### src/source/apb_pkg.sv
/*
 * Shared definitions for the APB3 register slave and its bus monitor.
 * Holds the access FSM states, the register operation opcodes, the
 * register map and the bit layout of the violation vector.
 * Modules refer to these by scoped names.
 */
`default_nettype none

package apb_pkg;

	//////////////////////////////
	// Access FSM and operations
	//////////////////////////////

	// Phases of an APB transfer as seen by the slave
	typedef enum logic [1:0]
	{
		ACC_IDLE  = 2'd0,
		ACC_SETUP = 2'd1,
		ACC_WAIT  = 2'd2,
		ACC_READY = 2'd3
	} access_state_t;

	// Opcode issued with the operation strobe
	typedef enum logic [1:0]
	{
		OP_NONE  = 2'd0,
		OP_READ  = 2'd1,
		OP_WRITE = 2'd2
	} reg_op_t;

	//////////////////////////////
	// Register map
	//////////////////////////////

	// Byte offsets of the data registers
	localparam logic [11:0] ADDR_DATA0    = 12'h000;
	localparam logic [11:0] ADDR_DATA1    = 12'h004;
	localparam logic [11:0] ADDR_DATA2    = 12'h008;
	localparam logic [11:0] ADDR_DATA3    = 12'h00C;
	// Wait count in the low bits, privileged writes only
	localparam logic [11:0] ADDR_WAIT_CFG = 12'h010;
	// Violation flags, a write clears them
	localparam logic [11:0] ADDR_STATUS   = 12'h014;

	// Width of the wait count field
	localparam int WAIT_W = 3;

	//////////////////////////////
	// Violation vector
	//////////////////////////////

	localparam int VIO_W         = 5;
	localparam int VIO_PSEL_DROP = 0;
	localparam int VIO_PENABLE   = 1;
	localparam int VIO_UNSTABLE  = 2;
	localparam int VIO_STALL     = 3;
	localparam int VIO_SLVERR    = 4;

endpackage

`default_nettype wire
### src/source/apb_regbank_top.sv
/*
 * APB3 register slave with programmable wait states.
 * Joins the access FSM, the wait timer, the register bank and the
 * protocol monitor. The external master drives the APB inputs.
 */
`timescale 1ns/1ns
`default_nettype none

module apb_regbank_top #(
	parameter int ADDR_W    = 12,
	parameter int MAX_STALL = 4
)
(
	input  wire                       PCLK,
	input  wire                       rst,
	input  wire                       psel,
	input  wire                       penable,
	input  wire [ADDR_W-1:0]          paddr,
	input  wire                       pwrite,
	input  wire [31:0]                pwdata,
	input  wire [3:0]                 pwstrb,
	input  wire [2:0]                 pprot,
	output logic [31:0]               prdata,
	output logic                      pready,
	output logic                      pslverr,
	output logic [apb_pkg::VIO_W-1:0] violations
);

	// FSM to timer
	logic                       timer_load;
	logic                       timer_done;
	// FSM to register bank
	logic                       op_strobe;
	apb_pkg::reg_op_t           op;
	// Register bank to timer and monitor
	logic [apb_pkg::WAIT_W-1:0] wait_count;
	logic                       status_clear;

	apb_access_fsm u_fsm (
		.PCLK       (PCLK),
		.rst        (rst),
		.psel       (psel),
		.penable    (penable),
		.pwrite     (pwrite),
		.timer_done (timer_done),
		.timer_load (timer_load),
		.pready     (pready),
		.op_strobe  (op_strobe),
		.op         (op)
	);

	wait_timer u_timer (
		.PCLK       (PCLK),
		.rst        (rst),
		.load       (timer_load),
		.wait_count (wait_count),
		.done       (timer_done)
	);

	reg_bank #(.ADDR_W(ADDR_W)) u_regs (
		.PCLK         (PCLK),
		.rst          (rst),
		.op_strobe    (op_strobe),
		.pwrite       (pwrite),
		.pprot        (pprot),
		.op           (op),
		.paddr        (paddr),
		.pwdata       (pwdata),
		.pwstrb       (pwstrb),
		.violations   (violations),
		.prdata       (prdata),
		.pslverr      (pslverr),
		.wait_count   (wait_count),
		.status_clear (status_clear)
	);

	// Watches the same port the master sees
	apb_protocol_monitor #(.ADDR_W(ADDR_W), .MAX_STALL(MAX_STALL)) u_mon (
		.PCLK       (PCLK),
		.rst        (rst),
		.psel       (psel),
		.penable    (penable),
		.pready     (pready),
		.pwrite     (pwrite),
		.pslverr    (pslverr),
		.clear      (status_clear),
		.paddr      (paddr),
		.pwdata     (pwdata),
		.pwstrb     (pwstrb),
		.pprot      (pprot),
		.violations (violations)
	);

endmodule

`default_nettype wire

### src/source/apb_protocol_monitor.sv
/*
 * Passive APB3 bus watcher for one slave port.
 * Compares the bus with its previous-cycle copy and latches each rule
 * breach, by master or slave, into a sticky violation bit.
 * clear wipes the flags; a breach in the same cycle still sets its bit.
 */
`timescale 1ns/1ns
`default_nettype none

module apb_protocol_monitor #(
	parameter int ADDR_W    = 12,
	parameter int MAX_STALL = 4
)
(
	input  wire                       PCLK,
	input  wire                       rst,
	input  wire                       psel,
	input  wire                       penable,
	input  wire                       pready,
	input  wire                       pwrite,
	input  wire                       pslverr,
	input  wire                       clear,
	input  wire [ADDR_W-1:0]          paddr,
	input  wire [31:0]                pwdata,
	input  wire [3:0]                 pwstrb,
	input  wire [2:0]                 pprot,
	output logic [apb_pkg::VIO_W-1:0] violations
);

	localparam int CNT_W = $clog2(MAX_STALL + 1);

	// Previous cycle view of the bus
	logic              psel_q;
	logic              penable_q;
	logic              pready_q;
	logic [ADDR_W-1:0] paddr_q;
	logic              pwrite_q;
	logic [31:0]       pwdata_q;
	logic [3:0]        pwstrb_q;
	logic [2:0]        pprot_q;

	logic [CNT_W-1:0]          stall_cnt;
	logic                      pending_q;
	logic [apb_pkg::VIO_W-1:0] hit;

	// Last cycle belonged to a transfer that had not completed
	assign pending_q = psel_q && !(penable_q && pready_q);

	//////////////////////////////
	// Rule checks
	//////////////////////////////
	always_comb
	begin
		hit = '0;
		// Master deselects before pready
		hit[apb_pkg::VIO_PSEL_DROP] = pending_q && !psel;
		// penable sequencing
		if (psel)
		begin
			if (!psel_q)
				hit[apb_pkg::VIO_PENABLE] = penable;
			else if (penable_q)
				// Must hold while stalled and fall after completion
				hit[apb_pkg::VIO_PENABLE] = (penable != !pready_q);
			else
				hit[apb_pkg::VIO_PENABLE] = !penable;
		end
		else
			// penable must also fall when the master deselects after completion
			hit[apb_pkg::VIO_PENABLE] = penable && psel_q && penable_q && pready_q;
		// Address, control and write data hold until completion
		hit[apb_pkg::VIO_UNSTABLE] = pending_q && psel
			&& ((paddr != paddr_q) || (pwrite != pwrite_q) || (pprot != pprot_q)
			|| (pwrite && ((pwdata != pwdata_q) || (pwstrb != pwstrb_q))));
		hit[apb_pkg::VIO_STALL] = (stall_cnt >= CNT_W'(MAX_STALL));
		// Slave error outside the completing cycle
		hit[apb_pkg::VIO_SLVERR] = pslverr && !(psel && penable && pready);
	end

	//////////////////////////////
	// History and stall counter
	//////////////////////////////
	always_ff @(posedge PCLK)
	begin
		paddr_q  <= paddr;
		pwrite_q <= pwrite;
		pwdata_q <= pwdata;
		pwstrb_q <= pwstrb;
		pprot_q  <= pprot;
		if (rst)
		begin
			psel_q    <= 1'b0;
			penable_q <= 1'b0;
			pready_q  <= 1'b0;
			stall_cnt <= '0;
		end
		else
		begin
			psel_q    <= psel;
			penable_q <= penable;
			pready_q  <= pready;
			// Counts access cycles with pready low and saturates
			if (!psel || !penable || pready)
				stall_cnt <= '0;
			else if (stall_cnt < CNT_W'(MAX_STALL))
				stall_cnt <= stall_cnt + 1'b1;
		end
	end

	// Sticky flags
	always_ff @(posedge PCLK)
	begin
		if (rst)
			violations <= '0;
		else
			violations <= (clear ? '0 : violations) | hit;
	end

endmodule

`default_nettype wire

### src/source/reg_bank.sv
/*
 * Register bank of the APB slave.
 * Four byte-strobed data registers, the wait configuration register and
 * the read-only status register holding the monitor flags.
 * Read data and error decode are combinational; writes commit on the
 * operation strobe at the end of the completing cycle.
 */
`timescale 1ns/1ns
`default_nettype none

module reg_bank #(
	parameter int ADDR_W = 12
)
(
	input  wire                        PCLK,
	input  wire                        rst,
	input  wire                        op_strobe,
	input  wire                        pwrite,
	input  wire [2:0]                  pprot,
	input  wire apb_pkg::reg_op_t      op,
	input  wire [ADDR_W-1:0]           paddr,
	input  wire [31:0]                 pwdata,
	input  wire [3:0]                  pwstrb,
	input  wire [apb_pkg::VIO_W-1:0]   violations,
	output logic [31:0]                prdata,
	output logic                       pslverr,
	output logic [apb_pkg::WAIT_W-1:0] wait_count,
	output logic                       status_clear
);

	logic [31:0] data_q [4];
	logic        hit_data;
	logic [1:0]  data_idx;
	logic        hit_cfg;
	logic        hit_status;
	logic        err;
	logic        wr_ok;

	//////////////////////////////
	// Address decode
	//////////////////////////////
	always_comb
	begin
		hit_data   = 1'b0;
		data_idx   = 2'd0;
		hit_cfg    = 1'b0;
		hit_status = 1'b0;
		case (paddr)
			ADDR_W'(apb_pkg::ADDR_DATA0):
			begin
				hit_data = 1'b1;
				data_idx = 2'd0;
			end
			ADDR_W'(apb_pkg::ADDR_DATA1):
			begin
				hit_data = 1'b1;
				data_idx = 2'd1;
			end
			ADDR_W'(apb_pkg::ADDR_DATA2):
			begin
				hit_data = 1'b1;
				data_idx = 2'd2;
			end
			ADDR_W'(apb_pkg::ADDR_DATA3):
			begin
				hit_data = 1'b1;
				data_idx = 2'd3;
			end
			ADDR_W'(apb_pkg::ADDR_WAIT_CFG): hit_cfg = 1'b1;
			ADDR_W'(apb_pkg::ADDR_STATUS):   hit_status = 1'b1;
			default: ;
		endcase
	end

	// Unmapped, status write without the flag byte, or user write to config
	assign err = !(hit_data || hit_cfg || hit_status)
		|| (pwrite && hit_status && !pwstrb[0])
		|| (pwrite && hit_cfg && !pprot[0]);

	// Error only shows in the completing cycle
	assign pslverr = op_strobe && err;

	assign wr_ok        = op_strobe && (op == apb_pkg::OP_WRITE) && !err;
	assign status_clear = wr_ok && hit_status;

	//////////////////////////////
	// Read mux
	//////////////////////////////
	always_comb
	begin
		prdata = '0;
		if (hit_data)
			prdata = data_q[data_idx];
		else if (hit_cfg)
			prdata = 32'(wait_count);
		else if (hit_status)
			// Flags zero-extended
			prdata = 32'(violations);
	end

	//////////////////////////////
	// Register updates
	//////////////////////////////
	always_ff @(posedge PCLK)
	begin
		if (rst)
		begin
			for (int i = 0; i < 4; i++)
				data_q[i] <= '0;
			wait_count <= '0;
		end
		else if (wr_ok)
		begin
			// Merge only the strobed bytes
			if (hit_data)
				for (int b = 0; b < 4; b++)
					if (pwstrb[b])
						data_q[data_idx][8*b +: 8] <= pwdata[8*b +: 8];
			if (hit_cfg && pwstrb[0])
				wait_count <= pwdata[apb_pkg::WAIT_W-1:0];
		end
	end

endmodule

`default_nettype wire

### src/source/wait_timer.sv
/*
 * Wait state counter for the access phase.
 * Loads the configured count on the setup strobe and counts down once
 * per cycle. done stays high while the count is zero.
 */
`timescale 1ns/1ns
`default_nettype none

module wait_timer
(
	input  wire                        PCLK,
	input  wire                        rst,
	input  wire                        load,
	input  wire [apb_pkg::WAIT_W-1:0]  wait_count,
	output logic                       done
);

	// Remaining wait cycles
	logic [apb_pkg::WAIT_W-1:0] count;

	always_ff @(posedge PCLK)
	begin
		if (rst)
			count <= '0;
		else if (load)
			// Sample the configured count in the setup cycle
			count <= wait_count;
		else if (count != '0)
			count <= count - 1'b1;
	end

	// First access cycle sees the loaded value
	assign done = (count == '0);

endmodule

`default_nettype wire

### src/source/apb_access_fsm.sv
/*
 * Slave side state machine for APB3 transfers.
 * Starts the wait timer in the setup cycle, holds pready low until the
 * timer expires and then completes the transfer with a one-cycle
 * operation strobe to the register bank.
 */
`timescale 1ns/1ns
`default_nettype none

module apb_access_fsm
(
	input  wire              PCLK,
	input  wire              rst,
	input  wire              psel,
	input  wire              penable,
	input  wire              pwrite,
	input  wire              timer_done,
	output logic             timer_load,
	output logic             pready,
	output logic             op_strobe,
	output apb_pkg::reg_op_t op
);

	apb_pkg::access_state_t state;
	apb_pkg::access_state_t state_next;
	// Setup cycle on the bus
	logic setup_seen;
	// Completing cycle of the current transfer
	logic complete;

	assign setup_seen = psel && !penable;

	//////////////////////////////
	// Next state and strobes
	//////////////////////////////
	always_comb
	begin
		state_next = state;
		timer_load = 1'b0;
		complete   = 1'b0;
		case (state)
			// Idle, or the cycle right after a completion
			apb_pkg::ACC_IDLE, apb_pkg::ACC_READY:
			begin
				if (setup_seen)
				begin
					timer_load = 1'b1;
					state_next = apb_pkg::ACC_SETUP;
				end
				else
					state_next = apb_pkg::ACC_IDLE;
			end
			// First access cycle after setup, or a later wait cycle
			apb_pkg::ACC_SETUP, apb_pkg::ACC_WAIT:
			begin
				if (!psel)
					// Master gave up, no strobe
					state_next = apb_pkg::ACC_IDLE;
				else if (penable && timer_done)
				begin
					complete   = 1'b1;
					state_next = apb_pkg::ACC_READY;
				end
				else
					state_next = apb_pkg::ACC_WAIT;
			end
			default:
				state_next = apb_pkg::ACC_IDLE;
		endcase
	end

	// Ready, strobe and direction share the completing cycle
	assign pready    = complete;
	assign op_strobe = complete;
	assign op        = !complete ? apb_pkg::OP_NONE :
		(pwrite ? apb_pkg::OP_WRITE : apb_pkg::OP_READ);

	always_ff @(posedge PCLK)
	begin
		if (rst)
			state <= apb_pkg::ACC_IDLE;
		else
			state <= state_next;
	end

endmodule

`default_nettype wire

### config.mk
export PLATFORM = sky130hd
export DESIGN_NAME = apb_regbank_top
export DESIGN_NICKNAME = d
export VERILOG_FILES = /design/src/source/apb_pkg.sv /design/src/source/apb_regbank_top.sv /design/src/source/apb_protocol_monitor.sv /design/src/source/reg_bank.sv /design/src/source/wait_timer.sv /design/src/source/apb_access_fsm.sv
export SDC_FILE = /design/constraint.sdc
export NUM_CORES = 1
export LEC_CHECK = 0
export ABC_AREA = 1
export BUFFER_PORTS_ARGS = -buffer_cell sky130_fd_sc_hd__buf_2
export CAP_MARGIN = 20
export CORE_UTILIZATION = 61
export CTS_CLUSTER_DIAMETER = 30
export CTS_CLUSTER_SIZE = 28
export DETAILED_ROUTE_END_ITERATION = 8
export GPL_ROUTABILITY_DRIVEN = 0
export PLACE_DENSITY = 0.82
export SLEW_MARGIN = 10
export SYNTH_ARGS = -nofsm -noshare
export SYNTH_HDL_FRONTEND = slang
export SYNTH_SLANG_ARGS = --single-unit
### constraint.sdc
create_clock -name PCLK -period 7.29 [get_ports PCLK]
set_input_delay 0.729 -clock PCLK [delete_from_list [all_inputs] [get_ports PCLK]]
set_output_delay 0.729 -clock PCLK [all_outputs]
set_load 0.01 [all_outputs]
==> results of run 1 <==
==> worst max-delay path: cells and delay by family <==
kind / cells / cell delay (ns)
buf+inv: 5 / 1.93
compound gates: 2 / 0.38
simple gates: 4 / 0.69
==> per-layer routing <==
| layer | vias up | GRT usage, % |
|---|---|---|
| met5 | - | 0 |
| li1 | 3104 | - |
| met3 | 33 | 5.62 |
| met2 | 296 | 43.3 |
| met4 | 0 | 10.3 |
| met1 | 2981 | 34.4 |
==> power breakdown <==
group | switching (µW) | internal, µW
clock | 403 | 468
sequential | 21.9 | 1250
combinational | 106 | 66.0
total | 530 | 1790
==> registers in the layout, summed over array words and instances (netlist names) <==
name	flops
u_mon.pwstrb_q	4
u_mon.paddr_q	12
u_mon.violations	5
u_timer.count	3
u_mon.psel_q	1
u_regs.wait_count	3
u_fsm.state	2
u_regs.data_q	128
u_mon.stall_cnt	3
u_mon.penable_q	1
u_mon.pwdata_q	32
u_mon.pwrite_q	1
u_mon.pready_q	1
u_mon.pprot_q	3
==> stage by stage <==
stage,instances,util (%)
after detailed placement,1127,66.8
after floorplan,885,-
after global placement,1127,66.8
after CTS,1159,70.7
after global routing,1159,70.7
final,1159,70.7
==> worst max-delay path by stage <==
stage | start | end | slack (ns) | cells after the start
2_1_floorplan | paddr[0] | prdata[10] | 4.32 | 11
5_1_grt | paddr[2] | prdata[8] | 2.46 | 11
3_5_place_dp | paddr[2] | prdata[1] | 2.85 | 11
3_3_place_gp | paddr[2] | prdata[1] | 2.96 | 11
4_1_cts | paddr[2] | prdata[1] | 2.82 | 11
6_report | paddr[2] | prdata[1] | 2.81 | 11
==> synth_stat cells (all sizes together) <==
master and number:
nor2 199, edfxtp 128, nand2 119, inv 78, dfxtp 71, o21ai 44
a21oi 37, or2 36, xnor2 31, o211ai 29, nand3 25, clkbuf 20
nand4 16, buf 14, xor2 12, nor3 10, ha 3, o221ai 3
nor3b 2, o22ai 2, a2111oi 1, a211oi 1, a221oi 1, a31oi 1
a32o 1, nor4 1
==> cell type report <==
type / instances / area share, %
flip-flops and latches: 199 / 53.5
multi-input cells: 574 / 30.9
repair buffers: 96 / 4.93
clock buffers: 19 / 4.40
inverters: 78 / 2.97
well taps: 180 / 2.29
clock inverters: 13 / 1.09
==> cell families (layout without fill, tap and decap cells) <==
kind of cell,after synthesis,count (layout)
buffers and inverters,112,206
XOR/XNOR,43,43
AND/OR/NAND/NOR,408,408
AO/OA/AOI/OAI,120,120
flip-flops,199,199
adder cells (fa/ha/maj),3,3
==> flow_metrics.tcl, run 1 <==
set metrics [dict create \
    cts_buffers 17 \
    reg2regPathDepth 12 \
    fin_nets 1025 \
    wl_um 18800 \
    hold_violations 0 \
    grt_pass1_vias 5998 \
    synthMuxAreaShare_pct 0 \
    max_stage_delay_ns 0.66 \
    synth_top_family_by_area "simple AND/OR/NAND/NOR gates" \
    wirelength_met1_um 7850 \
    wl_met2_um 9150 \
    synthSimpleGateAreaFrac_pct 21.8 \
    design_area_um2 9850 \
    final_common_cell "nor2_1" \
    cts.clk_slew.worst_paths_ns 0.07 \
    grt-ovfl-total 0 \
    yosysWarnings 0 \
    status "finished clean" \
    core-area_um2 13900 \
    fin_ws_ns 2.81 \
    maxUsedRoutingLayer "met4" \
    pre_cts_ws_ns 2.85 \
    synth.distinct_cells 40 \
    crit_path_start_kind "input pin" \
    nFillCells 1029 \
    die_h_um 122 \
    yosys.area_share.xor_xnor_pct 4.31 \
    drive_above_1_share_pct 19.0 \
    yosysSeqAreaShare_pct 60.2 \
    io_pins 95 \
    power.density_nw_per_um2 235 \
    die_area_um2 14800 \
    cts.repair.resized 0 \
    crit_fanout 74 \
    cts_setup_buffers 0 \
    grt_pass1_wl_um 29200 \
    vias_per_cell 5.53 \
    cp_slowest_cell "inv_2" \
    regArea_um2 5270 \
    cts-hold-fix-buffers 0 \
    cts_sinks 199 \
    routedWlPerCell_um 16.2 \
    power_leakage_uw 0.00397 \
    hpwl_um 12300 \
    clkLatencyLatePin_ns 0.43 \
    antenna_found_initial 0 \
    maxSlewViolCount 0 \
    drtIter0Drc 625 \
    synth.area.top_cells "edfxtp_1 44%, dfxtp_1 16%, nor2_1 8.3%" \
    ys_seq_elements 199 \
    avgSynthCellArea_um2 9.88 \
    r2r-end "u_regs.data_q[2][21]" \
    yosys.area.top_type "edfxtp_1" \
    grt_use_total_pct 26.4 \
    port_buffers 94 \
    cp_cell_sequence "buf_2 > inv_1 > nor2_1 > nand2_2 > buf_4 > inv_2 > nor2_1 > nor2_1 > o21ai_0 > a31oi_1 > buf_2" \
    finClkSkew_ns 0.00604 \
    root_buffer "clkbuf_16" \
    min_from "pprot[0]" \
    total_power_uw 2320 \
    placement_rows 43 \
    critPathMostFrequentCell "nor2_1" \
    maxCapViolations 0 \
    setup_viol 0 \
    multi_input_comb_area_um2 3040 \
    cp.required_ns 6.56 \
    slew_headroom_pct 45.5 \
    tightest_slew_ns 0.817 \
    ir_drop_mv 0.223 \
    rsz0062_at_grt "no" \
    min_period_ns 4.48 \
    synth_top_area_share_pct 44.0 \
    start_util_pct 62.7 \
    setup.worst_path.end_class "output port" \
    syn_area_um2 8740 \
    r2r-start "u_timer.count[0]" \
    cts_tree "done" \
    clock_path_buffers 2 \
    vias 6414 \
    cts_max_level 4 \
    finalSetupTns_ns 0 \
    die_w_um 122 \
    area_delta_synth_final_pct 12.7 \
    route.detailed.drc 0 \
    r2r_slack_ns 3.86 \
    synth_cells 885 \
    hold_ws_ns 0.415 \
    dr_wl_met3_um 1380 \
    min_to "u_mon.pprot_q[0]" \
    post-route-period-util_pct 61.5 \
    criticalPathCategory "input pin to output port" \
    worstPathArrival_ns 3.75 \
    diodes 0 \
    synth_fp_nets 944 \
    drt-pass1-iter-count 5 \
    clock.fmax_mhz 223 \
    place_area_um2 9310 \
    grt_max_degree 75 \
    hp-class "input pin to register" \
    synth_fa_ha_area_share_pct 0.429 \
    worstHoldPathCells 1 \
    ant_nets 0 \
    synth_compound_area_share_pct 8.09 \
    layout_common_cells "193 x nor2_1, 128 x edfxtp_1, 116 x nand2_1" \
]
Note: power is estimated with default switching activity, not from simulation.
==> run 2: changes to the inputs <==
--- a/config.mk
+++ b/config.mk
@@ -8,12 +8,12 @@
 export ABC_AREA = 1
 export BUFFER_PORTS_ARGS = -buffer_cell sky130_fd_sc_hd__buf_2
 export CAP_MARGIN = 20
-export CORE_UTILIZATION = 61
+export CORE_UTILIZATION = 59
 export CTS_CLUSTER_DIAMETER = 30
 export CTS_CLUSTER_SIZE = 28
 export DETAILED_ROUTE_END_ITERATION = 8
 export GPL_ROUTABILITY_DRIVEN = 0
-export PLACE_DENSITY = 0.82
+export PLACE_DENSITY = 0.8
 export SLEW_MARGIN = 10
 export SYNTH_ARGS = -nofsm -noshare
 export SYNTH_HDL_FRONTEND = slang
==> constraint.sdc (replaced) <==
create_clock -name PCLK -period 4.18 [get_ports PCLK]
set_input_delay 0.418 -clock PCLK [delete_from_list [all_inputs] [get_ports PCLK]]
set_output_delay 0.418 -clock PCLK [all_outputs]
set_load 0.01 [all_outputs]
==> run 2 against run 1 <==
Against the previous run: final cell count increased by 0.78%; critical path depth is 2 higher; register-to-register slack worse by 2.8 ns; wire length up 5.3%; sequential share of layout area fell by 1.1 points; clock-buffer cell count is 2 lower; utilization is 1.3 points lower; total power is 91% higher; hold slack worse by 0.31 ns.
==> flow_metrics.tcl, run 2 (synthesis gave the netlist of run 1 again) <==
set metrics [dict create \
    nFillCells 1047 \
    grt_use_total_pct 26.8 \
    cts.clk_slew.worst_paths_ns 0.07 \
    tightest_slew_ns 0.812 \
    ir_drop_mv 0.305 \
    vias 6473 \
    maxCapViolations 0 \
    grt_pass1_vias 5897 \
    start_util_pct 60.4 \
    crit_fanout 29 \
    clkLatencyLatePin_ns 0.44 \
    rsz0062_at_grt "no" \
    multi_input_comb_area_um2 3040 \
    cts_setup_buffers 0 \
    cts-hold-fix-buffers 0 \
    setup_viol 0 \
    min_period_ns 3.12 \
    largest_registers "u_regs.data_q (128), u_mon.pwdata_q (32), u_mon.paddr_q (12)" \
    post-route-period-util_pct 74.6 \
    layout_common_cells "193 x nor2_1, 128 x edfxtp_1, 116 x nand2_1" \
    criticalPathCategory "register to register" \
    vias_per_cell 5.54 \
    grt_pass1_wl_um 29900 \
    hp-class "input pin to register" \
    cts_tree "done" \
    grt_max_degree 74 \
    die_h_um 124 \
    hold_violations 0 \
    largest_reg_flops 128 \
    fin_nets 1030 \
    cts_max_level 4 \
    power_leakage_uw 0.00407 \
    maxSlewViolCount 0 \
    crit_path_start_kind "register" \
    worstPathArrival_ns 3.23 \
    final_common_cell "nor2_1" \
    finalSetupTns_ns 0 \
    routedWlPerCell_um 16.9 \
    io_pins 95 \
    route.detailed.drc 0 \
    drtIter0Drc 709 \
    status "finished clean" \
    hpwl_um 13200 \
    ant_nets 0 \
    die_area_um2 15300 \
    die_w_um 124 \
    cts_sinks 199 \
    port_buffers 94 \
    placement_rows 44 \
    cp.required_ns 4.29 \
    cts.repair.resized 0 \
    regArea_um2 5270 \
    slew_headroom_pct 45.8 \
    cts_buffers 17 \
    drive_above_1_share_pct 19.6 \
    setup.worst_path.end_class "register" \
    root_buffer "clkbuf_16" \
    clock.fmax_mhz 321 \
    power.density_nw_per_um2 441 \
    grt-ovfl-total 0 \
    clock_path_buffers 2 \
    antenna_found_initial 0 \
    core-area_um2 14500 \
    total_power_uw 4440 \
    wl_um 19700 \
    finClkSkew_ns 0.00566 \
    area_delta_synth_final_pct 14.9 \
    drt-pass1-iter-count 6 \
    largest_register "u_regs.data_q" \
    diodes 0 \
]
[run 2: changes by cell type in the layout (fill, tap and decap cells not counted), sizes merged]
cell / before / now
bufinv: 1 / 7
clkbuf: 19 / 17
inv: 79 / 80
buf: 96 / 101
clkinv: 7 / 4
clkinvlp: 4 / 2
[run 2: routing by layer]
metal	GRT usage [%]	vias to the layer above	part of all wire, %
met5	0	-	0
met4	10.8	0	2.6
met3	4.67	42	8.5
met2	42.6	295	48
met1	36.5	3019	41
li1	-	3117	-
[run 2: worst max-delay path, cell delays in order (launching register included)]
cell     delay, ns
dfxtp_1       0.30
inv_1         0.10
ha_1          0.15
inv_1         0.05
nor2_2        0.16
nand3_1       0.09
nor2_1        0.21
nand2_1       0.13
nor2_4        0.25
o21ai_2       0.12
nand3_4       0.40
buf_4         0.33
nand4_4       0.16
nand2_1       0.32
[run 2: stage by stage]
| step | instances | hold slack, ns | setup slack (ns) | area [µm²] | util (%) |
|---|---|---|---|---|---|
| final | 1168 | 0.103 | 1.06 | 10000 | 69.4 |
| after global routing | 1168 | 0.0992 | 0.761 | 10000 | 69.4 |
| after CTS | 1168 | 0.0930 | 1.08 | 10000 | 69.4 |
| after detailed placement | 1136 | 0.462 | 0.721 | 9350 | 64.6 |
| after global placement | 1136 | 0.462 | 0.813 | 9350 | 64.6 |
| after floorplan | 885 | 0.446 | 1.69 | 8740 | - |
[run 2: path summary, 6_finish.rpt]
check / startpoint / endpoint / slack [ns] / cells past startpoint
max: u_timer.count[0] / u_regs.data_q[2][30] / 1.06 / 13
min reg2reg: u_mon.stall_cnt[1] / u_mon.stall_cnt[1] / 0.47 / 2
max reg2reg: u_timer.count[0] / u_regs.data_q[2][30] / 1.06 / 13
min: pprot[1] / u_mon.pprot_q[1] / 0.10 / 1
[run 2: report_power, final]
group	switching [µW]	leakage (µW)	total (µW)	internal [µW]
registers	40.5	0.00184	2230	2190
logic	184	0.00191	300	117
clock network	721	0.000332	1910	1190
[run 2: cell type report]
class	count	area share [%]
Clock buffer	17	4.23
Clock inverter	15	2.71
Inverter	78	2.91
Multi-Input combinational cell	574	30.3
Sequential cell	199	52.4
Tap cell	184	2.29
Timing Repair Buffer	101	5.20
